<file path="config.mk">
export PLATFORM = sky130hd
export DESIGN_NAME = operand_read_flat
export DESIGN_NICKNAME = d
export VERILOG_FILES = /design/src/core_pkg.sv /design/src/isa_pkg.sv /design/src/stage_if.sv /design/src/operand_read.sv /design/src/flat_wrapper.sv
export SDC_FILE = /design/constraint.sdc
export NUM_CORES = 1
export LEC_CHECK = 0
export BUFFER_PORTS_ARGS = -buffer_cell sky130_fd_sc_hd__buf_2
export CAP_MARGIN = 5
export CELL_PAD_IN_SITES_DETAIL_PLACEMENT = 1
export CELL_PAD_IN_SITES_GLOBAL_PLACEMENT = 2
export CORE_UTILIZATION = 40
export CTS_BUF_LIST = sky130_fd_sc_hd__clkbuf_4 sky130_fd_sc_hd__clkbuf_8 sky130_fd_sc_hd__clkbuf_16
export DETAILED_ROUTE_END_ITERATION = 10
export PLACE_DENSITY = 0.68
export REMOVE_ABC_BUFFERS = 1
export SLEW_MARGIN = 20
export SYNTH_ARGS = -nofsm -noshare
export SYNTH_HDL_FRONTEND = slang
export SYNTH_SLANG_ARGS = --single-unit
</file>
<file path="constraint.sdc">
create_clock -name clock -period 2.3 [get_ports clock]
set_input_delay 0.345 -clock clock [delete_from_list [all_inputs] [get_ports clock]]
set_output_delay 0.345 -clock clock [all_outputs]
set_load 0.05 [all_outputs]
</file>
<file path="src/core_pkg.sv">
// Machine resources of the scalar sequencer core.
// Data width, register count, memory depth and the types built on them.

package core_pkg;

	localparam int DATA_W     = 16;
	localparam int REG_COUNT  = 16;
	localparam int IMEM_DEPTH = 256;

	typedef logic [DATA_W-1:0] data_t;

	typedef logic [$clog2(REG_COUNT)-1:0] reg_idx_t;

	// Program counter, one entry per instruction memory word
	typedef logic [$clog2(IMEM_DEPTH)-1:0] pc_t;

	// Flags from the last result written back
	typedef struct packed {
		logic zero;
		logic negative;
	} status_t;

endpackage

</file>
<file path="src/isa_pkg.sv">
// Instruction encoding for the scalar sequencer core.
// Holds the opcode list, the field widths and the 16-bit instruction word,
// which is decoded either as a register format or as an immediate format.

package isa_pkg;

	localparam int OPCODE_W  = 4;
	localparam int REG_IDX_W = 4;
	localparam int IMM_W     = 8;

	// Bit 3 of the opcode selects the vector unit for codes 8 to 15
	typedef enum logic [OPCODE_W-1:0] {
		NOP  = 4'd0,
		ADD  = 4'd1,
		SUB  = 4'd2,
		AND  = 4'd3,
		OR   = 4'd4,
		LDI  = 4'd5,
		FLOW = 4'd6,
		TERM = 4'd7
	} opcode_t;

	// Condition codes in the field of a FLOW word
	localparam logic [REG_IDX_W-1:0] FLOW_JUMP = 4'd0;
	localparam logic [REG_IDX_W-1:0] FLOW_ZERO = 4'd1;
	localparam logic [REG_IDX_W-1:0] FLOW_NEG  = 4'd2;

	typedef struct packed {
		opcode_t                opcode;
		logic [REG_IDX_W-1:0]   dst;
		logic [REG_IDX_W-1:0]   src_a;
		logic [REG_IDX_W-1:0]   src_b;
	} alu_fmt_t;

	// Field is the destination for LDI and the condition for FLOW
	typedef struct packed {
		opcode_t                opcode;
		logic [REG_IDX_W-1:0]   field;
		logic [IMM_W-1:0]       imm;
	} imm_fmt_t;

	typedef union packed {
		alu_fmt_t   alu;
		imm_fmt_t   imm;
	} instr_word_t;

endpackage

</file>
<file path="src/stage_if.sv">
// Stage-to-stage buses of the scalar sequencer core.
// fetch_if runs from fetch to operand read, issue_if from operand read
// to execute. Neither uses a handshake; data moves whenever run is high.

`timescale 1ns/1ps

////////////////////////////////////////////////////////////////////////////
// Fetch register to operand read
////////////////////////////////////////////////////////////////////////////
interface fetch_if;
	import core_pkg::*;
	import isa_pkg::*;

	logic           valid;
	pc_t            pc;
	instr_word_t    instr;
	// High while the pipeline is frozen
	logic           stall;

	modport source (output valid, pc, instr, input stall);
	modport sink   (input valid, pc, instr, output stall);
endinterface

////////////////////////////////////////////////////////////////////////////
// Issue register to execute
////////////////////////////////////////////////////////////////////////////
interface issue_if;
	import core_pkg::*;
	import isa_pkg::*;

	logic           valid;
	instr_word_t    instr;
	data_t          operand_a;
	data_t          operand_b;

	modport source (output valid, instr, operand_a, operand_b);
	modport sink   (input valid, instr, operand_a, operand_b);
endinterface

</file>
<file path="src/operand_read.sv">
// Operand read stage of the scalar sequencer core.
// Decodes the fetched word, reads both sources from the register file
// and substitutes the execute stage's write-back on a match. The result
// is registered into the issue bus one cycle after the fetch register.

`timescale 1ns/1ps

module operand_read (
	input  logic                clock,
	input  logic                reset,
	input  logic                run,
	input  logic                flush,
	input  logic                wb_valid,
	input  core_pkg::reg_idx_t  wb_index,
	input  core_pkg::data_t     wb_data,
	fetch_if.sink               fetch,
	issue_if.source             issue
);
	import core_pkg::*;

	data_t      reg_file [REG_COUNT];
	reg_idx_t   src_a;
	reg_idx_t   src_b;
	data_t      read_a;
	data_t      read_b;

	// Whole pipeline freezes together
	assign fetch.stall = !run;

	////////////////////////////////////////////////////////////////////////////
	// Register file and bypass
	////////////////////////////////////////////////////////////////////////////
	assign src_a = fetch.instr.alu.src_a;
	assign src_b = fetch.instr.alu.src_b;

	always_ff @(posedge clock) begin
		if (wb_valid) begin
			reg_file[wb_index] <= wb_data;
		end
	end

	// Result of the instruction one ahead is not in the file yet
	always_comb begin
		if (wb_valid && wb_index == src_a) begin
			read_a = wb_data;
		end else begin
			read_a = reg_file[src_a];
		end

		if (wb_valid && wb_index == src_b) begin
			read_b = wb_data;
		end else begin
			read_b = reg_file[src_b];
		end
	end

	////////////////////////////////////////////////////////////////////////////
	// Issue register
	////////////////////////////////////////////////////////////////////////////
	always_ff @(posedge clock) begin
		if (reset) begin
			issue.valid <= 1'b0;
		end else if (run) begin
			issue.valid <= fetch.valid && !flush;
		end
	end

	always_ff @(posedge clock) begin
		if (run) begin
			issue.instr     <= fetch.instr;
			issue.operand_a <= read_a;
			issue.operand_b <= read_b;
		end
	end

	// Both younger slots are dropped on a taken jump, branch or TERM
	a_no_issue_after_flush: assert property (
		@(posedge clock) disable iff (reset)
		flush |=> !issue.valid
	);

	// Without a redirect, consecutive valid fetches come from consecutive PCs
	a_fetch_in_order: assert property (
		@(posedge clock) disable iff (reset)
		(run && fetch.valid && !flush) |=>
			(!fetch.valid || fetch.pc == pc_t'($past(fetch.pc) + 1'b1))
	);

endmodule

</file>
<file path="src/flat_wrapper.sv">
// flat-port wrapper written by rule: the top's interface ports become plain ports
module operand_read_flat import core_pkg::*;
  (clock, reset, run, flush, wb_valid, wb_index, wb_data, fetch_valid, fetch_pc, fetch_instr, fetch_stall, issue_valid, issue_instr, issue_operand_a, issue_operand_b);
  fetch_if fetch_i ();
  issue_if issue_i ();
  input  logic clock;
  input  logic reset;
  input  logic run;
  input  logic flush;
  input  logic wb_valid;
  input  core_pkg::reg_idx_t wb_index;
  input  core_pkg::data_t wb_data;
  input wire logic [$bits(fetch_i.valid)-1:0] fetch_valid;
  input wire logic [$bits(fetch_i.pc)-1:0] fetch_pc;
  input wire logic [$bits(fetch_i.instr)-1:0] fetch_instr;
  output wire logic [$bits(fetch_i.stall)-1:0] fetch_stall;
  output wire logic [$bits(issue_i.valid)-1:0] issue_valid;
  output wire logic [$bits(issue_i.instr)-1:0] issue_instr;
  output wire logic [$bits(issue_i.operand_a)-1:0] issue_operand_a;
  output wire logic [$bits(issue_i.operand_b)-1:0] issue_operand_b;
  assign fetch_i.valid = fetch_valid;
  assign fetch_i.pc = fetch_pc;
  assign fetch_i.instr = fetch_instr;
  assign fetch_stall = fetch_i.stall;
  assign issue_valid = issue_i.valid;
  assign issue_instr = issue_i.instr;
  assign issue_operand_a = issue_i.operand_a;
  assign issue_operand_b = issue_i.operand_b;
  operand_read u_core (.clock(clock), .reset(reset), .run(run), .flush(flush), .wb_valid(wb_valid), .wb_index(wb_index), .wb_data(wb_data), .fetch(fetch_i), .issue(issue_i));
endmodule
</file>
* After elaboration in Yosys (flattened, before gate mapping)
Memory sizes are Yosys's and may differ from the RTL's. A register that Yosys moved wholly into a read port is not among the register bits. Cells that the tools add are included.
Operators by class: mux-type cells 2, reductions and logical operators 3
Operator list (number):
- $logic_not 1->1 | 2
- $mux 1 | 2
- $logic_and 1x1->1 | 1
Word-level totals: register bits 17, memory bits (writable) 256, input bits 50, output and inout bits 50, word-level logic and storage cells 8, memories 1
Memories:
- u_core.reg_file | depth 16, bits a word 16, rd ports 2, clocked after Yosys merged registers in 2, wr ports 1, RTL line operand_read.sv:21 | data_t reg_file [REG_COUNT];

* Depth between registers and ports, before layout
Gate-level depths: netlist (run 1).
depth after elaboration 2, depth in mapped cells 6, gate-level depth less buffers 4

* Least setup slack after synthesis (run 1)
Ideal clock, no wire load.
path type input port to flip-flop, start in wb_index[2], end mem u_core.reg_file[0][0] in the netlist's numbering, enable pin, setup time 0.409 ns, arrival 1.991 ns, data required time 1.891 ns, path slack -0.100 ns, stages 2, path buffers 0, path through or3b_2 > nor3_1
RTL lines:
- start, declared | RTL line flat_wrapper.sv:11 | input core_pkg::reg_idx_t wb_index;
- end, declared | RTL line operand_read.sv:21
Straight into the memory's write port.

==> results.cfg, run 1 <==
[clock_tree]
cts_root_buffer = clkbuf_16
cts_resized = 0
ctsHtreeMaxLevel = 2
cts.sinks = 305
cts_buffer_depth = 3
clk_pin_slew_ps = 60
cts_made_buffers = 35
cts_tree = yes
clock_latency_ps = 510

[timing]
hold_viol_final = 0
fin_crit_sh = 0.771
slew_violations = 0
setup_violations = 0
fin_skew_ps = 15.0
layout_min_cycle_time_ps = 1770
max_slew.worst_pin.slew_ps = 591
relSlewSlack = 0.606
tns_ps = 0
fmax_mhz = 564
rsz0062_at_grt = false

[cells_and_area]
seq_area_sq_um = 9150
num-nets-final = 845
drive_above_1_share = 0.469
multi_input_area_sq_um = 4500
fillers = 3085
areaGrowthSynthToFinish_pct = 19.1

[pwr]
power.internal_mw = 10.4
ir_drop_mv = 0.615
p_switching_mw = 3.13
power.switching_fraction = 0.232
pwr-share-clk = 0.422
pwr-share-comb = 0.105
power_frac_seq = 0.473
total_power_mw = 13.5
p_leak_nw = 5.71
powerDensity_nw_per_um2 = 815

[global_route]
grt_usage = 0.213
overflow = 0
antenna_found_initial = 2
grt_max_degree = 37
grt_pass1_wl_mm = 54.3
grt_pass1_vias = 8014

[logic_synthesis]
syn_inst = 645
synth.top_cell.area_share = 0.657
yosys.cell_count.top_type = edfxtp_1
yosysTopAreaCell = edfxtp_1
async_flop_share = 0
synth-edff-count = 304
yosysSeqAreaShare = 0.659
synthTopCellsByArea = edfxtp_1 (66%), mux4_2 (21%), mux2i_1 (6.9%)
synthFlopType = edfxtp_1
netlist_top_cells_count = edfxtp_1 (304), mux4_2 (128), mux2i_1 (96)
syn_area_sq_um = 13900
synth_cell_types = 22
synth-seq-cells = 305
synth_warnings = 0
postSynthAreaPerCell_sq_um = 21.5

[die]
start_util = 0.410
die_x_microns = 188
die_h_microns = 188
rows = 67
ios = 100
die_area_sq_um = 35500
core-area_sq_um = 33900

[drt]
drtAntennaViolNets = 0
dr_total_vias = 7315
via_per_inst = 5.76
dr.first_iter.drc_count = 575
dr.pass1.iters = 5
drt-total-wl_mm = 36.6
drcViolationCount = 0
wl_per_cell_microns = 28.8

[place]
dp_hpwl_mm = 23.1
finalWeightedCongestion = 0.772
io_buffers = 91

[worst_setup_path]
r2r_start = u_core.reg_file[11][1]$_DFFE_PP_
path_max_fanout = 2
endpoint_kind = flip-flop
critPathKind = reg2reg
critPathLaunch = u_core.reg_file[11][1]$_DFFE_PP_
worstPathArrival_ps = 2030
setup.worst_path.start_class = flip-flop
critPathRequiredTime_ps = 2560

[run]
maxCapViolations = 0

[worst_hold_path]
hp-class = in2reg
worstHoldStart = fetch_instr[8]

[status]
status = finished, final reports clean
## flip-flops by register name, summed over array words and instances, names as in the netlist
name / flops
u_core.issue.valid: 1
u_core.issue.operand_a: 16
u_core.issue.operand_b: 16
u_core.issue.instr: 16
u_core.reg_file: 256
## placed cells by master (no fill, tap or decap)
cell and instances:
a21oi_1 1, clkbuf_16 37, nor4_4 2, mux2_2 32, nand3_1 1, nor2_1 2
mux2i_1 96, buf_4 49, inv_6 1, nand2b_1 2, nand2_1 4, nand3b_1 2
clkinvlp_4 2, diode_2 1, inv_1 1, buf_2 89, edfxtp_1 304, xnor2_1 2
clkinv_1 9, mux4_2 128, xor2_1 6, dlygate4sd3_1 5, clkinv_2 8, nor3_2 4
buf_12 14, or3b_2 1, clkinv_4 1, nor2_2 12, dfxtp_1 1, bufinv_16 5
## stage by stage
| step | instance area [sq um] | setup WS [ps] | hold slack, ps | cells | util |
|---|---|---|---|---|---|
| 2_1_floorplan | 13600 | -100 | 417 | 601 | - |
| 3_5_place_dp | 15300 | 9.94 | 492 | 1201 | 0.452 |
| 3_3_place_gp | 15300 | 46.0 | 496 | 1201 | 0.452 |
| 6_report | 16500 | 526 | 19.0 | 1270 | 0.488 |
| 4_1_cts | 16500 | 510 | 0.264 | 1269 | 0.488 |
| 5_1_grt | 16500 | 450 | 8.75 | 1269 | 0.488 |
## final cells by class
| cell class | instances | share of cell area |
|---|---|---|
| Tap cell | 448 | 0.0339 |
| Clock buffer | 37 | 0.0560 |
| Timing Repair Buffer | 157 | 0.0691 |
| Multi-Input combinational cell | 295 | 0.272 |
| Clock inverter | 26 | 0.0155 |
| Inverter | 1 | 0.000227 |
| Sequential cell | 305 | 0.553 |
| Antenna cell | 1 | 0.000151 |
## logic make-up after synthesis
family | after synthesis | synth area share
muxes | 256 | 0.303
DFF | 305 | 0.659
AOI/OAI and AO/OA | 1 | 0.000360
xor gates and xnor gates | 8 | 0.00504
buffers and inverters | 45 | 0.0211
and+or+nand+nor | 30 | 0.0123
## final timing paths
kind                            cells past startpoint  slack (ps)                                   to
worst max-delay path                                4         530  u_core.issue.operand_a[1]$_DFFE_PP_
worst min-delay path                                1          20      u_core.issue.instr[8]$_DFFE_PP_
worst max register to register                      4         530  u_core.issue.operand_a[1]$_DFFE_PP_
worst min register to register                      2         500      u_core.issue.valid$_SDFFE_PP0P_
## repair_timing
action | 4_1_cts | 5_1_grt
setup buffers | 0 | 0
hold buffers | 5 | 0
hold endpoints to repair | 5 | 0
## critical path: stages, from the launching register on
cell      delay (ps)
edfxtp_1         400
mux4_2           490
mux2i_1          210
mux2i_1          130
mux2_2           290
## per-layer routing
layer,share of wire,GRT usage,vias to the layer above
met5,0.00046,0,-
met4,0.023,0.0596,2
met3,0.054,0.0356,57
met2,0.50,0.360,247
met1,0.42,0.287,3932
li1,-,-,3077
## power by group through the flow
stage	Clock, mW	Sequential, mW	Combinational (mW)
after detailed placement	0	6.49	1.43
after global placement	0	6.47	1.40
after global routing	6.02	6.39	1.50
after floorplan	0	6.75	0.528
final	5.70	6.37	1.42
after CTS	5.82	6.37	1.44
(Power assumes the default switching activity.)
==> inputs of run 2 (changes only) <==
--- a/config.mk
+++ b/config.mk
@@ -12,7 +12,7 @@
 export CORE_UTILIZATION = 40
 export CTS_BUF_LIST = sky130_fd_sc_hd__clkbuf_4 sky130_fd_sc_hd__clkbuf_8 sky130_fd_sc_hd__clkbuf_16
 export DETAILED_ROUTE_END_ITERATION = 10
-export PLACE_DENSITY = 0.68
+export PLACE_DENSITY = 0.65
 export REMOVE_ABC_BUFFERS = 1
 export SLEW_MARGIN = 20
 export SYNTH_ARGS = -nofsm -noshare
==> constraint.sdc (replaced) <==
create_clock -name clock -period 1.7 [get_ports clock]
set_input_delay 0.255 -clock clock [delete_from_list [all_inputs] [get_ports clock]]
set_output_delay 0.255 -clock clock [all_outputs]
set_load 0.05 [all_outputs]
==> run 2 against run 1 <==
  * The flow now finishes with violations (setup timing)
  * Power up 34%
  * Sequential share of layout area decreased by 0.64 points
  * Routed wire length is 1.7% higher
  * Largest cell class unchanged
==> results.cfg, run 2 (same netlist as run 1, synthesis figures left out) <==
[clock_tree]
ctsHtreeMaxLevel = 2
cts_tree = yes
cts_buffer_depth = 3
cts.sinks = 305
cts_made_buffers = 36
clk_pin_slew_ps = 60
clock_latency_ps = 510
postCtsSetupBuffers = 0
cts_root_buffer = clkbuf_16

[pwr]
ir_drop_mv = 0.794
p_leak_nw = 5.83
total_power_mw = 18.1
powerDensity_nw_per_um2 = 1080

[global_route]
grt_max_degree = 27
antenna_found_initial = 0
overflow = 0
grt_pass1_wl_mm = 54.3
grt_usage = 0.215
grt_pass1_vias = 7955

[worst_setup_path]
rrSetupSlack_ps = -20
r2r_end = u_core.issue.operand_a[1]$_DFFE_PP_
path_common_cell = mux2i_1
r2r_cells = 4
cp_slowest_cell = mux4_2
setup.worst_path.start_class = flip-flop
path_cells = mux4_2 -> mux2i_1 -> mux2i_1 -> mux2_4
r2r_start = u_core.reg_file[9][1]$_DFFE_PP_
path_max_fanout = 2
critPathKind = reg2reg
worstPathArrival_ps = 1970
endpoint_kind = flip-flop
critPathRequiredTime_ps = 1960
critPathMaxStageDelay_ps = 480
critPathLaunch = u_core.reg_file[9][1]$_DFFE_PP_

[timing]
hold_viol_final = 0
rsz0062_at_grt = true
fin_hold_ws_ps = 56.7
max_slew.worst_pin.slew_ps = 490
finalWorstSetupSlack_ps = -16.9
relSlewSlack = 0.673
setup_violations = 3
slew_violations = 0
layout_min_cycle_time_ps = 1720
fin_crit_sh = 1.01
fin_skew_ps = 11.9
fmax_mhz = 582

[die]
die_area_sq_um = 35500
die_h_microns = 188
die_x_microns = 188
core-area_sq_um = 33900
rows = 67
ios = 100
start_util = 0.410

[status]
violations = setup timing
status = finished with violations

[cells_and_area]
top_register = u_core.reg_file
final_cell_mix = edfxtp_1 (304), mux4_2 (128), mux2i_1 (96)
drive_above_1_share = 0.478
areaGrowthSynthToFinish_pct = 20.5
n_antenna_cell = 0
largest_reg_flops = 256
instances_no_fill = 1285
final_common_cell = edfxtp_1
num-nets-final = 863

[drt]
dr.first_iter.drc_count = 544
drcViolationCount = 0
dr.pass1.iters = 4
via_per_inst = 5.75
drt-total-wl_mm = 37.2
wl_per_cell_microns = 29.0
dr_total_vias = 7390
drtAntennaViolNets = 0

[place]
dp_slack_ps = -362
finalWeightedCongestion = 0.758
dp_hpwl_mm = 23.4
io_buffers = 91
place_inst = 1214

[worst_hold_path]
hp-class = in2reg
hold_depth = 4
hold_path_end = u_core.issue.valid$_SDFFE_PP0P_
worstHoldStart = flush

[run]
maxCapViolations = 0
[run 2: cell type report]
class | count | area (sq um)
Fill cell | 3109 | 17100
Sequential cell | 305 | 9150
Multi-Input combinational cell | 295 | 4560
Timing Repair Buffer | 174 | 1320
Clock buffer | 45 | 986
Tap cell | 448 | 561
Clock inverter | 17 | 158
Inverter | 1 | 3.75
[run 2: stage by stage]
| step | setup TNS, ps | utilization | instance area (sq um) |
|---|---|---|---|
| after floorplan | -33700 | - | 13600 |
| after global placement | -11250 | 0.456 | 15400 |
| after detailed placement | -11550 | 0.456 | 15400 |
| after CTS | -59.5 | 0.493 | 16700 |
| after global routing | -708 | 0.494 | 16700 |
| final | -35.0 | 0.494 | 16700 |
[run 2: timing repair]
item,in CTS,in global routing
gates resized for setup,3,13
endpoints found under the hold margin,9,0
setup endpoints to repair,3,25
hold buffers,9,0
[run 2: how the worst max path moves through the flow]
stage               cells after the start  slack, ps                                   end
detailed placement                      6       -360  u_core.issue.operand_a[11]$_DFFE_PP_
floorplan                               2       -610       u_core.reg_file[0][0]$_DFFE_PP_
global placement                        6       -370   u_core.issue.operand_b[2]$_DFFE_PP_
CTS                                     4        -30   u_core.issue.operand_a[3]$_DFFE_PP_
global route                            4        -80  u_core.issue.operand_a[13]$_DFFE_PP_
finish                                  4        -20   u_core.issue.operand_a[1]$_DFFE_PP_
[run 2: routing by layer]
layer | part of all wire | track usage
met5 | 0 | 0
met4 | 0.024 | 0.0670
met1 | 0.43 | 0.298
met3 | 0.048 | 0.0291
met2 | 0.49 | 0.356
[run 2: power breakdown]
| group | switching (mW) | internal, mW |
|---|---|---|
| clock | 2.96 | 4.55 |
| combinational | 1.16 | 0.811 |
| sequential | 0.0832 | 8.55 |
[run 2: critical path: cells and delay by family, from the launching register on]
family  cells  cell delay, ps
DFF         1             380
muxes       4            1080
