[src/core_pkg.sv]
// Machine resources of the scalar sequencer core.
// Data width, register count, memory depth and the types built on them.

package core_pkg;

	localparam int DATA_W     = 16;
	localparam int REG_COUNT  = 16;
	localparam int IMEM_DEPTH = 256;

	typedef logic [DATA_W-1:0] data_t;

	typedef logic [$clog2(REG_COUNT)-1:0] reg_idx_t;

	// Program counter, one entry per instruction memory word
	typedef logic [$clog2(IMEM_DEPTH)-1:0] pc_t;

	// Flags from the last result written back
	typedef struct packed {
		logic zero;
		logic negative;
	} status_t;

endpackage

[src/isa_pkg.sv]
// Instruction encoding for the scalar sequencer core.
// Holds the opcode list, the field widths and the 16-bit instruction word,
// which is decoded either as a register format or as an immediate format.

package isa_pkg;

	localparam int OPCODE_W  = 4;
	localparam int REG_IDX_W = 4;
	localparam int IMM_W     = 8;

	// Bit 3 of the opcode selects the vector unit for codes 8 to 15
	typedef enum logic [OPCODE_W-1:0] {
		NOP  = 4'd0,
		ADD  = 4'd1,
		SUB  = 4'd2,
		AND  = 4'd3,
		OR   = 4'd4,
		LDI  = 4'd5,
		FLOW = 4'd6,
		TERM = 4'd7
	} opcode_t;

	// Condition codes in the field of a FLOW word
	localparam logic [REG_IDX_W-1:0] FLOW_JUMP = 4'd0;
	localparam logic [REG_IDX_W-1:0] FLOW_ZERO = 4'd1;
	localparam logic [REG_IDX_W-1:0] FLOW_NEG  = 4'd2;

	typedef struct packed {
		opcode_t                opcode;
		logic [REG_IDX_W-1:0]   dst;
		logic [REG_IDX_W-1:0]   src_a;
		logic [REG_IDX_W-1:0]   src_b;
	} alu_fmt_t;

	// Field is the destination for LDI and the condition for FLOW
	typedef struct packed {
		opcode_t                opcode;
		logic [REG_IDX_W-1:0]   field;
		logic [IMM_W-1:0]       imm;
	} imm_fmt_t;

	typedef union packed {
		alu_fmt_t   alu;
		imm_fmt_t   imm;
	} instr_word_t;

endpackage

[src/stage_if.sv]


////////////////////////////////////////////////////////////////////////////
// Issue register to execute
////////////////////////////////////////////////////////////////////////////
interface issue_if;
	import core_pkg::*;
	import isa_pkg::*;

	logic           valid;
	instr_word_t    instr;
	data_t          operand_a;
	data_t          operand_b;

	modport source (output valid, instr, operand_a, operand_b);
	modport sink   (input valid, instr, operand_a, operand_b);
endinterface

[src/execute_unit.sv]
// Execute stage of the scalar sequencer core.
// Works on the issue register directly: ALU and write-back, status flags,
// jump and branch decision, vector dispatch and termination. Every output
// pulse belongs to the cycle in which the instruction sits in this stage.

`timescale 1ns/1ps

module execute_unit (
	input  logic                  clock,
	input  logic                  reset,
	input  logic                  run,
	issue_if.sink                 issue,
	output logic                  flush,
	output core_pkg::pc_t         redirect_pc,
	output logic                  halt,
	output logic                  wb_valid,
	output core_pkg::reg_idx_t    wb_index,
	output core_pkg::data_t       wb_data,
	output logic                  vec_valid,
	output isa_pkg::instr_word_t  vec_word,
	output core_pkg::data_t       vec_data,
	output core_pkg::status_t     status,
	output logic                  term
);
	import core_pkg::*;
	import isa_pkg::*;

	instr_word_t    word;
	logic           active;
	logic           is_vec;
	logic           alu_write;
	data_t          alu_result;
	reg_idx_t       dst;
	logic           flow_taken;
	status_t        status_q;

	assign word   = issue.instr;
	assign active = issue.valid && run;
	// Unit select bit
	assign is_vec = word.alu.opcode[OPCODE_W-1];

	////////////////////////////////////////////////////////////////////////////
	// ALU
	////////////////////////////////////////////////////////////////////////////
	always_comb begin
		alu_result = '0;
		alu_write  = 1'b0;
		dst        = word.alu.dst;
		case (word.alu.opcode)
			ADD: begin
				alu_result = issue.operand_a + issue.operand_b;
				alu_write  = 1'b1;
			end
			SUB: begin
				alu_result = issue.operand_a - issue.operand_b;
				alu_write  = 1'b1;
			end
			AND: begin
				alu_result = issue.operand_a & issue.operand_b;
				alu_write  = 1'b1;
			end
			OR: begin
				alu_result = issue.operand_a | issue.operand_b;
				alu_write  = 1'b1;
			end
			LDI: begin
				// Immediate view of the same word
				alu_result = data_t'(word.imm.imm);
				alu_write  = 1'b1;
			end
			default: begin
				alu_write = 1'b0;
			end
		endcase
	end

	assign wb_valid = active && alu_write;
	assign wb_index = dst;
	assign wb_data  = alu_result;

	// Flags follow every result written back
	always_ff @(posedge clock) begin
		if (reset) begin
			status_q <= '0;
		end else if (wb_valid) begin
			status_q.zero     <= (alu_result == '0);
			status_q.negative <= alu_result[DATA_W-1];
		end
	end

	assign status = status_q;

	////////////////////////////////////////////////////////////////////////////
	// Jump, branch and termination
	////////////////////////////////////////////////////////////////////////////
	always_comb begin
		case (word.imm.field)
			FLOW_JUMP: flow_taken = 1'b1;
			FLOW_ZERO: flow_taken = status_q.zero;
			FLOW_NEG:  flow_taken = status_q.negative;
			default:   flow_taken = 1'b0;
		endcase
	end

	assign term        = active && word.alu.opcode == TERM;
	assign halt        = term;
	assign flush       = term || (active && word.alu.opcode == FLOW && flow_taken);
	assign redirect_pc = word.imm.imm;

	// Vector dispatch as a plain pulse
	assign vec_valid = active && is_vec;
	assign vec_word  = word;
	assign vec_data  = issue.operand_a;

	a_flush_vec_exclusive: assert property (
		@(posedge clock) disable iff (reset)
		!(flush && vec_valid)
	);

	// The flush on TERM must empty the issue slot behind it
	a_term_single: assert property (
		@(posedge clock) disable iff (reset)
		term |=> !term
	);

endmodule

[src/flat_wrapper.sv]
// flat-port wrapper written by rule: the top's interface ports become plain ports
module execute_unit_flat import core_pkg::*; import isa_pkg::*;
  (clock, reset, run, flush, redirect_pc, halt, wb_valid, wb_index, wb_data, vec_valid, vec_word, vec_data, status, term, issue_valid, issue_instr, issue_operand_a, issue_operand_b);
  issue_if issue_i ();
  input  logic clock;
  input  logic reset;
  input  logic run;
  output logic flush;
  output core_pkg::pc_t redirect_pc;
  output logic halt;
  output logic wb_valid;
  output core_pkg::reg_idx_t wb_index;
  output core_pkg::data_t wb_data;
  output logic vec_valid;
  output isa_pkg::instr_word_t vec_word;
  output core_pkg::data_t vec_data;
  output core_pkg::status_t status;
  output logic term;
  input wire logic [$bits(issue_i.valid)-1:0] issue_valid;
  input wire logic [$bits(issue_i.instr)-1:0] issue_instr;
  input wire logic [$bits(issue_i.operand_a)-1:0] issue_operand_a;
  input wire logic [$bits(issue_i.operand_b)-1:0] issue_operand_b;
  assign issue_i.valid = issue_valid;
  assign issue_i.instr = issue_instr;
  assign issue_i.operand_a = issue_operand_a;
  assign issue_i.operand_b = issue_operand_b;
  execute_unit u_core (.clock(clock), .reset(reset), .run(run), .issue(issue_i), .flush(flush), .redirect_pc(redirect_pc), .halt(halt), .wb_valid(wb_valid), .wb_index(wb_index), .wb_data(wb_data), .vec_valid(vec_valid), .vec_word(vec_word), .vec_data(vec_data), .status(status), .term(term));
endmodule
[config.mk]
export PLATFORM = sky130hd
export DESIGN_NAME = execute_unit_flat
export DESIGN_NICKNAME = d
export VERILOG_FILES = /design/src/core_pkg.sv /design/src/isa_pkg.sv /design/src/stage_if.sv /design/src/execute_unit.sv /design/src/flat_wrapper.sv
export SDC_FILE = /design/constraint.sdc
export NUM_CORES = 1
export LEC_CHECK = 0
export ABC_AREA = 1
export BUFFER_PORTS_ARGS = -buffer_cell sky130_fd_sc_hd__clkbuf_2
export CAP_MARGIN = 15
export CELL_PAD_IN_SITES_DETAIL_PLACEMENT = 1
export CELL_PAD_IN_SITES_GLOBAL_PLACEMENT = 2
export CORE_ASPECT_RATIO = 0.6
export CORE_MARGIN = 10
export CORE_UTILIZATION = 19
export CTS_CLUSTER_DIAMETER = 60
export DETAILED_ROUTE_END_ITERATION = 12
export PLACE_DENSITY = 0.77
export SLEW_MARGIN = 40
export SYNTH_ARGS = -nofsm -noshare
export SYNTH_HDL_FRONTEND = slang
export SYNTH_SLANG_ARGS = --single-unit
[constraint.sdc]
create_clock -name clock -period 3.37 [get_ports clock]
set_input_delay 0.5055 -clock clock [delete_from_list [all_inputs] [get_ports clock]]
set_output_delay 0.5055 -clock clock [all_outputs]
set_load 0.01 [all_outputs]
After elaboration in Yosys (flattened, before gate mapping)
Cells that the tools add are included.
{"block": "classes", "addsub": 2, "eq_ne": 9, "n_mux": 3, "bitwise_logic": 2, "n_reduce_logical": 10}
{"operator": "16-bit one-hot mux with 5 select lines", "n": 1}
{"operator": "16-bit adder", "n": 1}
{"operator": "16-bit bitwise AND", "n": 1}
{"operator": "4-bit by 3-bit equality test with 1-bit output (second input constant)", "n": 4}
{"operator": "16-bit logical NOT", "n": 1}
{"operator": "16-bit bitwise OR", "n": 1}
{"operator": "16-bit subtractor", "n": 1}
{"operator": "4-bit by 2-bit equality test with 1-bit output (second input constant)", "n": 3}
{"operator": "4-bit by 1-bit equality test with 1-bit output (second input constant)", "n": 2}
{"operator": "1-bit logical AND", "n": 6}
{"operator": "5-bit OR reduction", "n": 1}
{"operator": "4-bit logical NOT", "n": 1}
{"operator": "1-bit one-hot mux with 3 select lines", "n": 1}
{"operator": "1-bit logical OR", "n": 1}
{"operator": "1-bit 2-to-1 mux", "n": 1}
{"block": "totals", "regBits": 2, "inputBits": 52, "word_cells": 28}

Logic depth before layout (Yosys ltp)
Gate-level depths: netlist of run 1.
{"block": "logic_depth", "depth_word": 4, "mapped_depth": 26, "mapped_depth_nobuf": 26}

Least setup slack after synthesis of run 1
OpenSTA, ideal clock, no wires.
{"block": "synth_path", "kind": "input-to-output", "from": "in issue_operand_b[0]", "to": "out wb_data[15]", "t_arrival_ns": 2.752, "t_required_ns": 2.864, "path_slack_ns": 0.113, "stages": 21, "path_buffers": 0, "path_cell_list": "inv_1 -> ha_1 -> inv_1 -> nor3_1 -> inv_1 -> nor3_1 -> nand3b_1 -> nor3_1 -> nand2_1 -> nand2_1 -> o21ai_0 -> xnor2_1 -> ha_1 -> nand2_1 -> inv_1 -> a21oi_1 -> nand2_1 -> a21oi_1 -> nand3_1 -> nand3_1 -> nand2_1"}
{"block": "synth_via", "elab_chain_len": 2, "word_cells_on_any_way": 3, "cone_classes": "add/sub (2); mux (1)"}
{"element": "start, declared", "line_no": "flat_wrapper.sv:22", "source": "input wire logic [$bits(issue_i.operand_b)-1:0] issue_operand_b;"}
{"element": "16-bit subtractor or 16-bit adder (tied branches)", "line_no": "execute_unit.sv:55, execute_unit.sv:51"}
{"element": "16-bit one-hot mux with 5 select lines *", "line_no": "execute_unit.sv:49", "source": "case (word.alu.opcode)"}
{"element": "end, declared", "line_no": "flat_wrapper.sv:13", "source": "output core_pkg::data_t wb_data;"}
Every way passes the cells marked *; elsewhere a longest branch is shown, timed or not.

Worst setup path after layout of run 1
Same ends and word-level chain as after synthesis.

==> impl_results.md, run 1 <==
* Vias in the first global route at between 3000 and 4000
* Slew @ Worst Pin at roughly 0.7 ns
* Unrepaired setup endpoints after global routing: true
* Synth top area share at roughly 22%
* Max FFs per register at 2
* Top cells by area, synth: nand2_1 (22%), buf_4 (14%), inv_1 (12%), ha_1 (9.3%), nand3_1 (9.1%)
* Starting Density at 19.7%
* WL per Instance at between 15 and 20 um
* Internal at ~0.45 mW
* Fmax achieved at approximately 280 MHz
* # nets final at ~670
* Num rows at 31
* Die area at about 0.018 mm2
* Final-report hold violation count at 0
* Total core area at ~0.012 mm2
* Area of the multi-input gates at around 0.0021 mm2
* Seq cells post-synth at 2
* LEAKAGE at roughly 2.2 nW
* Die Y-Extent at between 100 and 150 um
* CP Capture Type: primary output
* CP max FO at 3
* Clock power frac at a little over a fifth
* Pwr per Cell Area at about 220 mW/mm2
* Residual DRC count at 0
* Overall Power at approximately 0.86 mW
* Final hold slack at 0.470 ns
* CTS tree: done
* CTS Root Cell: clkbuf_16
* YS warnings at 0
* CTS Buf Count at 3
* Status: finished, violations left
* Antenna violations before repair at 0
* Final WS setup at -0.167 ns
* Switch share at a little under half
* Total of max-cap violations at 0
* Syn nets at approximately 540
* Finish-stage setup viols at 5
* Synth unique cells at 32
* First-pass GRT wire length at 18400 um
* Kind of critical path: primary input to primary output
* Setup TNS Final at -0.458 ns
* Worst vdd ir at 0.102 mV
* CP startpoint: issue_operand_b[0]
* HP Class: primary input to register
* Worst slew margin at between 50 and 60%
* Hold Crit Start: reset
* DP Area at between 0.003 and 0.004 mm2
* Vias per cell at roughly 4.4
* Clock Tree Buf Depth at 2
* Reg-to-reg startpoint: u_core.status[0]$_SDFFE_PP0P_
* Initial drt markers at around 170
* Failing checks: negative setup slack
* CTS sink cnt at 2
* Router iterations before antenna repair at 4
* Die width at 166 um
* Crit path required time at around 2.9 ns
* Post-Route WL at approximately 12000 um
* Area grow syn2layout at 58.5%
* Seq pwr share at 2.9%
* Grt ovf at 0
* Comb power frac at between 70 and 80%
* Post-synth design cell area at between 0.002 and 0.0025 mm2
* Layout cells sized above 1 at 48.2%
* IO Pins at 119
* Net load switching power at 0.410 mW
* Avg Cell Area, Syn at between 5 and 6 um2
* Clock Skew at 0 ns
* Placed Cells at roughly 740
* Via count at ~3300
* Sequential share of the synthesized area at 1.66%
* Antenna cell count at 0
* Fin crit period at approximately 3.5 ns
* Fill cell count at 1637
* Final period utilization at 105%
* Post-route cell area at 0.00383 mm2
* Worst path arrival time at 3.03 ns
* Critical Path Source Type: primary input
* Storage cell area at 40.0 um2
* Global placer's final weighted congestion at approximately 0.86
* Dpl hpwl at 9930 um
* Hold-fix buffers at CTS at 0
* Routed Antenna Nets at 0
* Slew Limit Fails at 0
* Cells after synthesis at between 400 and 500
* Later-pin clock latency in the skew report at roughly 0.22 ns
* Yosys top cell by area: nand2_1
* Number of I/O port buffers at ~120
* Finished Layout Cells at 760
* Worst-path clk slew at ~0.03 ns
* Largest net degree at the start of global routing at 17
* Total GRT Usage at 12.4%
* H-Tree Level Count at 1
==> layer usage <==
metal | up-vias | GRT usage, % | share of wire (%)
li1 | 1666 | - | -
met1 | 1560 | 16.4 | 46
met2 | 82 | 21.8 | 47
met3 | 10 | 1.42 | 5.4
met4 | 0 | 1.70 | 0.78
met5 | - | 0 | 0
==> worst paths after layout <==
check	end	slack, ns	cells past startpoint
max	wb_data[15]	-0.17	23
min	u_core.status[1]$_SDFFE_PP0P_	0.47	2
max reg2reg	u_core.status[0]$_SDFFE_PP0P_	2.69	4
min reg2reg	u_core.status[1]$_SDFFE_PP0P_	0.51	2
==> cells in the final DEF (no fill, tap or decap), types with 2 or more instances in the layout <==
master,instances
nand2_1,114
nand3_2,7
buf_8,4
nand2_4,8
inv_2,16
ha_2,3
nor3_2,4
nor2_1,36
clkbuf_16,3
o21ai_1,2
nor2_2,8
nand3_4,3
a21oi_1,4
nand4_1,4
ha_1,9
clkbuf_2,111
buf_2,3
nor3_1,2
or2_2,3
o21ai_2,3
inv_1,61
nand2_2,24
dfxtp_1,2
nand3b_1,5
buf_6,2
xnor2_1,3
nand3_1,35
and3_1,2
buf_4,56
inv_6,2
a21oi_2,8
nor3_4,2
o21ai_0,19
xor2_2,4
o21bai_1,2
xor2_1,5
ha_4,6
==> worst max-delay path, cell delays in order <==
cell      delay (ns)
buf_8           0.10
inv_6           0.05
ha_4            0.13
inv_2           0.04
nor3_2          0.12
inv_2           0.08
nor3_4          0.15
nand3b_1        0.15
nor3_2          0.16
nand2_1         0.09
nand2_2         0.10
o21ai_2         0.06
xnor2_1         0.12
ha_1            0.32
nand2_2         0.11
inv_2           0.04
a21oi_2         0.15
nand2_1         0.08
a21oi_2         0.10
nand3_1         0.09
nand3_2         0.08
nand2_2         0.06
clkbuf_2        0.12
==> cells in the mapped netlist <==
library cell,instances
nand4_1,4
a21oi_2,1
a21oi_4,1
nand3b_1,5
inv_2,2
buf_4,45
and3_1,2
buf_2,2
o22ai_1,1
nand3_2,1
o21ai_2,1
a21oi_1,11
nor2_2,3
nand2_2,2
nand2_1,143
or2_2,4
nor3_1,8
clkbuf_1,1
inv_1,78
nor2_1,42
xnor2_1,3
a31o_2,1
o21ai_0,23
ha_1,18
dfxtp_1,2
nand2_4,1
o21bai_1,3
xor2_1,10
buf_6,1
nand3_1,44
fa_1,1
o211ai_1,1
==> power by group through the flow <==
stage	Combinational [mW]	Clock, mW	Sequential [mW]
floorplan	0.303	0	0.0257
global placement	0.496	0	0.0254
detailed placement	0.509	0	0.0255
CTS	0.575	0.185	0.0252
global route	0.722	0.186	0.0253
finish	0.655	0.182	0.0252
==> kinds of logic after synthesis <==
logic type               count (synthesis)  synth area share, %
adder cells (fa/ha/maj)                 19                 10.1
flip-flops                               2                 1.66
XOR/XNOR                                13                 4.71
buffers and inverters                  129                 27.4
AND/OR/NAND/NOR                        259                 45.8
AO/OA/AOI/OAI                           43                 10.3
==> what timing repair did <==
action                                  4_1_cts  5_1_grt
endpoints found under the setup margin       10       13
hold endpoints to repair                      0        0
setup buffers                                15        9
pin swaps                                    37       37
gates resized for setup                      59       73
==> per-stage QoR <==
step                utilization, %  setup WS [ns]
floorplan                        -          0.113
detailed placement            25.5         -0.508
CTS                           28.7         -0.256
finish                        31.3         -0.167
global placement              25.5         -0.357
global route                  31.3         -0.413
==> area by class of cell <==
| cell class | count | share of cell area, % |
|---|---|---|
| clock buffer | 3 | 1.96 |
| multi-input combinational | 334 | 55.4 |
| inverter | 80 | 8.16 |
| sequential | 2 | 1.04 |
| timing repair buffer | 176 | 28.0 |
| tap | 165 | 5.39 |
Note: power is estimated with default switching activity, not from simulation.
==> inputs of run 2 (changes only) <==
--- a/config.mk
+++ b/config.mk
@@ -5,17 +5,16 @@
 export SDC_FILE = /design/constraint.sdc
 export NUM_CORES = 1
 export LEC_CHECK = 0
-export ABC_AREA = 1
 export BUFFER_PORTS_ARGS = -buffer_cell sky130_fd_sc_hd__clkbuf_2
 export CAP_MARGIN = 15
 export CELL_PAD_IN_SITES_DETAIL_PLACEMENT = 1
 export CELL_PAD_IN_SITES_GLOBAL_PLACEMENT = 2
 export CORE_ASPECT_RATIO = 0.6
 export CORE_MARGIN = 10
-export CORE_UTILIZATION = 19
+export CORE_UTILIZATION = 22
 export CTS_CLUSTER_DIAMETER = 60
 export DETAILED_ROUTE_END_ITERATION = 12
-export PLACE_DENSITY = 0.77
+export PLACE_DENSITY = 0.79
 export SLEW_MARGIN = 40
 export SYNTH_ARGS = -nofsm -noshare
 export SYNTH_HDL_FRONTEND = slang
==> run 2 against run 1 <==
  * The flow still finishes with violations (negative setup slack)
  * Critical path depth down 9
  * Sequential share of layout area down 0.10 points
  * Cell area up 11%
  * Synthesized area down 2.9%
  * Clock skew unchanged
  * Critical endpoint unchanged
  * Largest cell class unchanged
  * Highest routed layer unchanged
==> impl_results.md, run 2 <==
* Status: finished, violations left
* Failing checks: negative setup slack
* Yosys top cell by area: buf_4
* Total GRT Usage at about 14%
* Layout cells sized above 1 at 62.9%
* Area grow syn2layout at 81.3%
* Starting Density at between 20% and 30%
* Grt ovf at 0
* Die area at ~0.015 mm2
* CP max FO at 3
* Vias in the first global route at between 3000 and 4000
* Largest net degree at the start of global routing at 17
* Routed Antenna Nets at 0
* Post-synth design cell area at ~0.0023 mm2
* Synth Area in Compound Gates at between 20% and 30%
* Worst R2R Setup Slack at ~2.4 ns
* Total of max-cap violations at 0
* Router iterations before antenna repair at 4
* Commonest non-fill, non-tap cell in the layout: clkbuf_2
* Predominant post-synthesis flop cell: dfxtp_1
* Main combinational cell family by area after synthesis: compound AO/OA/AOI/OAI gates
* Fin crit period at 3.83 ns
* # nets final at 569
* Slew @ Worst Pin at approximately 0.57 ns
* Post-Route WL at 13500 um
* Worst setup path endpoint: wb_data[15]
* Worst-path clk slew at roughly 0.030 ns
* Total core area at approximately 0.010 mm2
* Die width at ~150 um
* Antenna violations before repair at 0
* YS warnings at 0
* Sequential share of the synthesized area at ~1.7%
* CP startpoint: issue_operand_b[5]
* CTS Root Cell: clkbuf_16
* Post-Synth XOR/XNOR Area at under 10%
* Most frequent cells after synthesis: buf_4 (46), nor2_1 (25), a21oi_1 (24)
* Multiplexer area fraction after synthesis at under 10%
* Synth top area share at 14.7%
* Syn nets at approximately 400
* WL per Instance at 21.3 um
* Num rows at 29
* Count leader, synth: buf_4
* Critical Path Source Type: primary input
* Dpl hpwl at 9450 um
* Top cells by area, synth: buf_4 (15%), ha_1 (9.6%), xnor2_1 (6.0%), a21oi_1 (5.1%), nor2_1 (4.0%)
* Final period utilization at 114%
* Worst vdd ir at around 0.11 mV
* CTS Buf Count at 3
* Residual DRC count at 0
* Max FFs per register at 2
* Worst slew margin at between 60% and 70%
* Final-report hold violation count at 0
* Die Y-Extent at 100 um
* Antenna cell count at 0
* Final WS setup at -0.461 ns
* Pwr per Cell Area at 241 mW/mm2
* H-Tree Level Count at 1
* Initial drt markers at between 100 and 150
* Later-pin clock latency in the skew report at around 0.22 ns
* Avg Cell Area, Syn at between 7 and 8 um2
* Fmax achieved at between 200 and 300 MHz
* Synth unique cells at 66
* LEAKAGE at approximately 2.0 nW
* CTS tree: done
* Vias per cell at slightly above 5
* Worst R2R End: u_core.status[1]$_SDFFE_PP0P_
* Fill cell count at 1250
* Place WS at -0.500 ns
* Slew Limit Fails at 0
* Seq cells post-synth at 2
* Unrepaired setup endpoints after global routing: true
* Final core occ at between 40% and 50%
* Post-synth EDFFs at 0
* Number of I/O port buffers at 118
* Kind of critical path: primary input to primary output
* DP Area at ~0.0033 mm2
* Setup TNS Final at -3.63 ns
* Clock Skew at 0 ns
* Clock Tree Buf Depth at 2
* Overall Power at approximately 1.0 mW
* First-pass GRT wire length at around 18000 um
* Adder-cell share of the synthesized area at about a tenth
* HP Class: primary input to register
* Most frequent cells in the layout: clkbuf_2 (106), buf_4 (88), nor2_1 (19), buf_6 (19), a21oi_1 (14)
* Cells after synthesis at around 330
* Crit path required time at around 2.9 ns
* Post-route cell area at ~0.0043 mm2
* Via count at approximately 3200
* Global placer's final weighted congestion at just under 0.9
* Finish-stage setup viols at 13
* Reg-to-reg startpoint: u_core.status[1]$_SDFFE_PP0P_
* Worst path arrival time at 3.33 ns
* Cells on worst reg2reg path at 2
* CP Capture Type: primary output
* Simple-gate share of the synthesized area at about a quarter
* Share of synthesized registers carrying an async set or reset at 0%
* IO Pins at 119
* CTS sink cnt at 2
## run 2: cell count changes in the layout (fill, tap and decap cells not counted), sizes merged, moves of 11 or more
cell | before | now
inv | 80 | 14
a21oi | 13 | 24
nor2 | 45 | 25
xnor2 | 3 | 16
buf | 65 | 118
nand3 | 45 | 4
nand2 | 146 | 14
## run 2: per-layer routing
| layer | part of all wire [%] | track usage (%) | vias to the layer above |
|---|---|---|---|
| met5 | 0 | 0 | - |
| met4 | 0.91 | 1.66 | 0 |
| met3 | 6.3 | 2.43 | 12 |
| met2 | 50 | 23.6 | 116 |
| met1 | 43 | 17.9 | 1598 |
| li1 | - | - | 1513 |
## run 2: how the worst min path moves through the flow
stage,startpoint,end,slack [ns],cells past startpoint
after CTS,reset,u_core.status[0]$_SDFFE_PP0P_,0.48,2
after floorplan,u_core.status[0]$_SDFFE_PP0P_,u_core.status[0]$_SDFFE_PP0P_,0.54,2
after detailed placement,u_core.status[0]$_SDFFE_PP0P_,u_core.status[0]$_SDFFE_PP0P_,0.55,2
after global placement,u_core.status[0]$_SDFFE_PP0P_,u_core.status[0]$_SDFFE_PP0P_,0.52,2
after global routing,reset,u_core.status[0]$_SDFFE_PP0P_,0.49,2
final,reset,u_core.status[0]$_SDFFE_PP0P_,0.47,2
## run 2: kinds of logic after synthesis
family                     after synthesis
AOI/OAI and AO/OA                       96
xor gates and xnor gates                21
adders and majority gates               19
buffers and inverters                   74
DFF                                      2
muxes                                   11
and+or+nand+nor                        105
## run 2: cell type report
class / instances / area, um2 / area share (%)
clock buffers: 3 / 75.1 / 1.76
flip-flops and latches: 2 / 40.0 / 0.941
repair buffers: 225 / 1510 / 35.4
well taps: 139 / 174 / 4.09
inverters: 14 / 52.6 / 1.23
multi-input cells: 252 / 2410 / 56.6
## run 2: what timing repair did
action                                  4_1_cts  5_1_grt
gates resized for setup                      37       94
buffers inserted                             11       22
pin swaps                                    32       50
endpoints found under the setup margin       12       14
hold buffers                                  0        0
## run 2: critical path, stage by stage
cell	delay, ns
clkbuf_2	0.10
or3_4	0.42
nor4_4	0.28
buf_4	0.20
buf_4	0.11
a21oi_1	0.09
xnor2_1	0.22
ha_1	0.31
and4_4	0.18
a221o_1	0.34
a31oi_2	0.17
xnor2_1	0.10
o21ai_2	0.14
buf_2	0.16
## run 2: metrics by stage
stage / std cells / hold slack, ns
6_report: 635 / 0.473
5_1_grt: 635 / 0.486
4_1_cts: 614 / 0.479
3_5_place_dp: 600 / 0.549
3_3_place_gp: 600 / 0.522
2_1_floorplan: 328 / 0.539
## run 2: where the power goes
| group | switching (mW) | internal (mW) |
|---|---|---|
| combinational | 0.424 | 0.400 |
| clock | 0.0266 | 0.151 |
| sequential | 0.000278 | 0.0242 |
==> inputs of run 3 (changes only) <==
--- a/config.mk
+++ b/config.mk
@@ -10,7 +10,6 @@
 export CELL_PAD_IN_SITES_DETAIL_PLACEMENT = 1
 export CELL_PAD_IN_SITES_GLOBAL_PLACEMENT = 2
 export CORE_ASPECT_RATIO = 0.6
-export CORE_MARGIN = 10
 export CORE_UTILIZATION = 22
 export CTS_CLUSTER_DIAMETER = 60
 export DETAILED_ROUTE_END_ITERATION = 12
==> run 3 against run 2 <==
  * The flow still finishes with violations (negative setup slack)
  * Routed wire length decreased by 11%
  * Combinational power decreased by 5.5%
  * Worst setup slack got worse by 0.030 ns
  * Critical path type unchanged
  * Largest cell class unchanged
  * Highest routed layer unchanged
==> impl_results.md, run 3 (synthesis gave the netlist of run 2 again) <==
* Worst path arrival time at between 3 and 4 ns
* Critical Path Source Type: primary input
* Slew @ Worst Pin at 0.676 ns
* CP max FO at 5
* Number of I/O port buffers at 118
* Dpl hpwl at about 8400 um
* Final-report hold violation count at 0
* # nets final at between 500 and 600
* CTS tree: done
* Routed Antenna Nets at 0
* Slew Limit Fails at 0
* Worst vdd ir at 0.168 mV
* Residual DRC count at 0
* Die Y-Extent at 82.0 um
* Worst-path clk slew at 0.03 ns
* Fmax achieved at approximately 260 MHz
* IO Pins at approximately 120
* Antenna cell count at 0
* Clock Skew at 0 ns
* Overall Power at ~0.98 mW
* Status: finished, violations left
* H-Tree Level Count at 1
* Commonest non-fill, non-tap cell in the layout: clkbuf_2
* Fin crit period at approximately 3.9 ns
* Comb power frac at about four fifths
* Most frequent cells in the layout: clkbuf_2 (106), buf_4 (95), nor2_1 (20), a21oi_1 (16)
* CTS Root Cell: clkbuf_16
* WL per Instance at 19.0 um
* Finish-stage setup viols at 13
* Unrepaired setup endpoints after global routing: true
* Worst path slowest cell: or3_4
* Global placer's final weighted congestion at ~0.90
* Num rows at 28
* CP max stage delay at between 0.4 and 0.5 ns
* Vias in the first global route at between 3000 and 4000
* Grt ovf at 0
* Worst slew margin at between 50% and 60%
* Internal at 0.557 mW
* Final period utilization at 115%
* Largest net degree at the start of global routing at 16
* Total GRT Usage at between 10% and 20%
* Failing checks: negative setup slack
* Clock Tree Buf Depth at 2
* Clock power frac at 17.9%
* Worst R2R Setup Slack at between 2 and 2.5 ns
* Initial drt markers at 224
* Seq pwr share at about 2.5%
* Final hold slack at ~0.48 ns
* Critical-path cell list: buf_6 -> or3_4 -> nor4_4 -> buf_4 -> a21oi_2 -> xnor2_2 -> ha_4 -> a21oi_4 -> o211ai_1 -> a221o_1 -> a31oi_2 -> xnor2_1 -> o21ai_2 -> buf_2
* CTS Buf Count at 3
* Layout cells sized above 1 at approximately three fifths
* Die width at between 100 and 150 um
* Later-pin clock latency in the skew report at 0.22 ns
* Via count at around 3300
* First-pass GRT wire length at between 15000 and 20000 um
* Crit path required time at around 2.9 ns
* Total of max-cap violations at 0
* Max FFs per register at 2
* Router iterations before antenna repair at 4
* CTS sink cnt at 2
* Net load switching power at ~0.42 mW
* Die area at 0.0111 mm2
* Final WS setup at -0.490 ns
* Starting Density at 23.2%
* Switch share at a little over two fifths
* Antenna violations before repair at 0
* LEAKAGE at approximately 2.0 nW
* Kind of critical path: primary input to primary output
* Area grow syn2layout at 71.9%
* Pwr per Cell Area at between 200 and 250 mW/mm2
* CP Capture Type: primary output
* Post-Route WL at 12000 um
* HP Class: primary input to register
* Vias per cell at 5.18
* Total core area at roughly 0.010 mm2
run 3: cell types whose count changed in the layout (fill, tap and decap cells not counted), sizes merged:
cell / previous run / this run
clkbuf: 110 / 109
buf: 118 / 119
run 3: per-layer routing:
layer  up-vias  global-route usage (%)  share of wire [%]
met3        28                    1.91                5.8
met2       145                    34.7                 47
met5         -                       0                  0
li1       1515                       -                  -
met4         0                    4.16                2.8
met1      1579                    24.8                 45
run 3: layout make-up:
class	count	area, um2
Fill cell	1258	6090
Multi-Input combinational cell	252	2220
Timing Repair Buffer	225	1480
Tap cell	135	169
Clock buffer	3	75.1
Inverter	14	52.6
Sequential cell	2	40.0
run 3: power by group through the flow:
stage	Clock (mW)	Combinational, mW	Sequential, mW
5_1_grt	0.182	0.829	0.0245
4_1_cts	0.179	0.679	0.0245
3_3_place_gp	0	0.574	0.0248
6_report	0.176	0.779	0.0245
2_1_floorplan	0	0.348	0.0249
3_5_place_dp	0	0.590	0.0248
run 3: repair_timing:
item	CTS	global route
pin swaps	49	17
setup endpoints to repair	13	14
hold buffers	0	0
gates cloned	0	0
setup buffers	21	13
resized for setup	43	50
run 3: per-stage QoR:
| step | setup WS [ns] | std cells | utilization [%] | TNS [ns] | area (um2) |
|---|---|---|---|---|---|
| 6_report | -0.490 | 631 | 39.8 | -3.92 | 4030 |
| 3_3_place_gp | -0.426 | 596 | 33.0 | -3.08 | 3350 |
| 5_1_grt | -0.577 | 631 | 39.8 | -5.12 | 4030 |
| 3_5_place_dp | -0.578 | 596 | 33.1 | -4.13 | 3350 |
| 2_1_floorplan | -0.179 | 328 | - | -0.295 | 2450 |
| 4_1_cts | -0.335 | 619 | 37.4 | -2.22 | 3790 |
run 3: worst paths after layout:
check	from	endpoint	cells after the start
min	reset	u_core.status[0]$_SDFFE_PP0P_	2
min reg2reg	u_core.status[0]$_SDFFE_PP0P_	u_core.status[0]$_SDFFE_PP0P_	2
max reg2reg	u_core.status[1]$_SDFFE_PP0P_	u_core.status[1]$_SDFFE_PP0P_	2
max	issue_operand_b[3]	wb_data[15]	14
run 3: worst max-delay path, delay by kind of cell:
family                     cells  cell delay, ns
xor gates and xnor gates       2            0.31
and+or+nand+nor                2            0.74
AOI/OAI and AO/OA              6            1.10
adders and majority gates      1            0.26
buffers and inverters          3            0.42
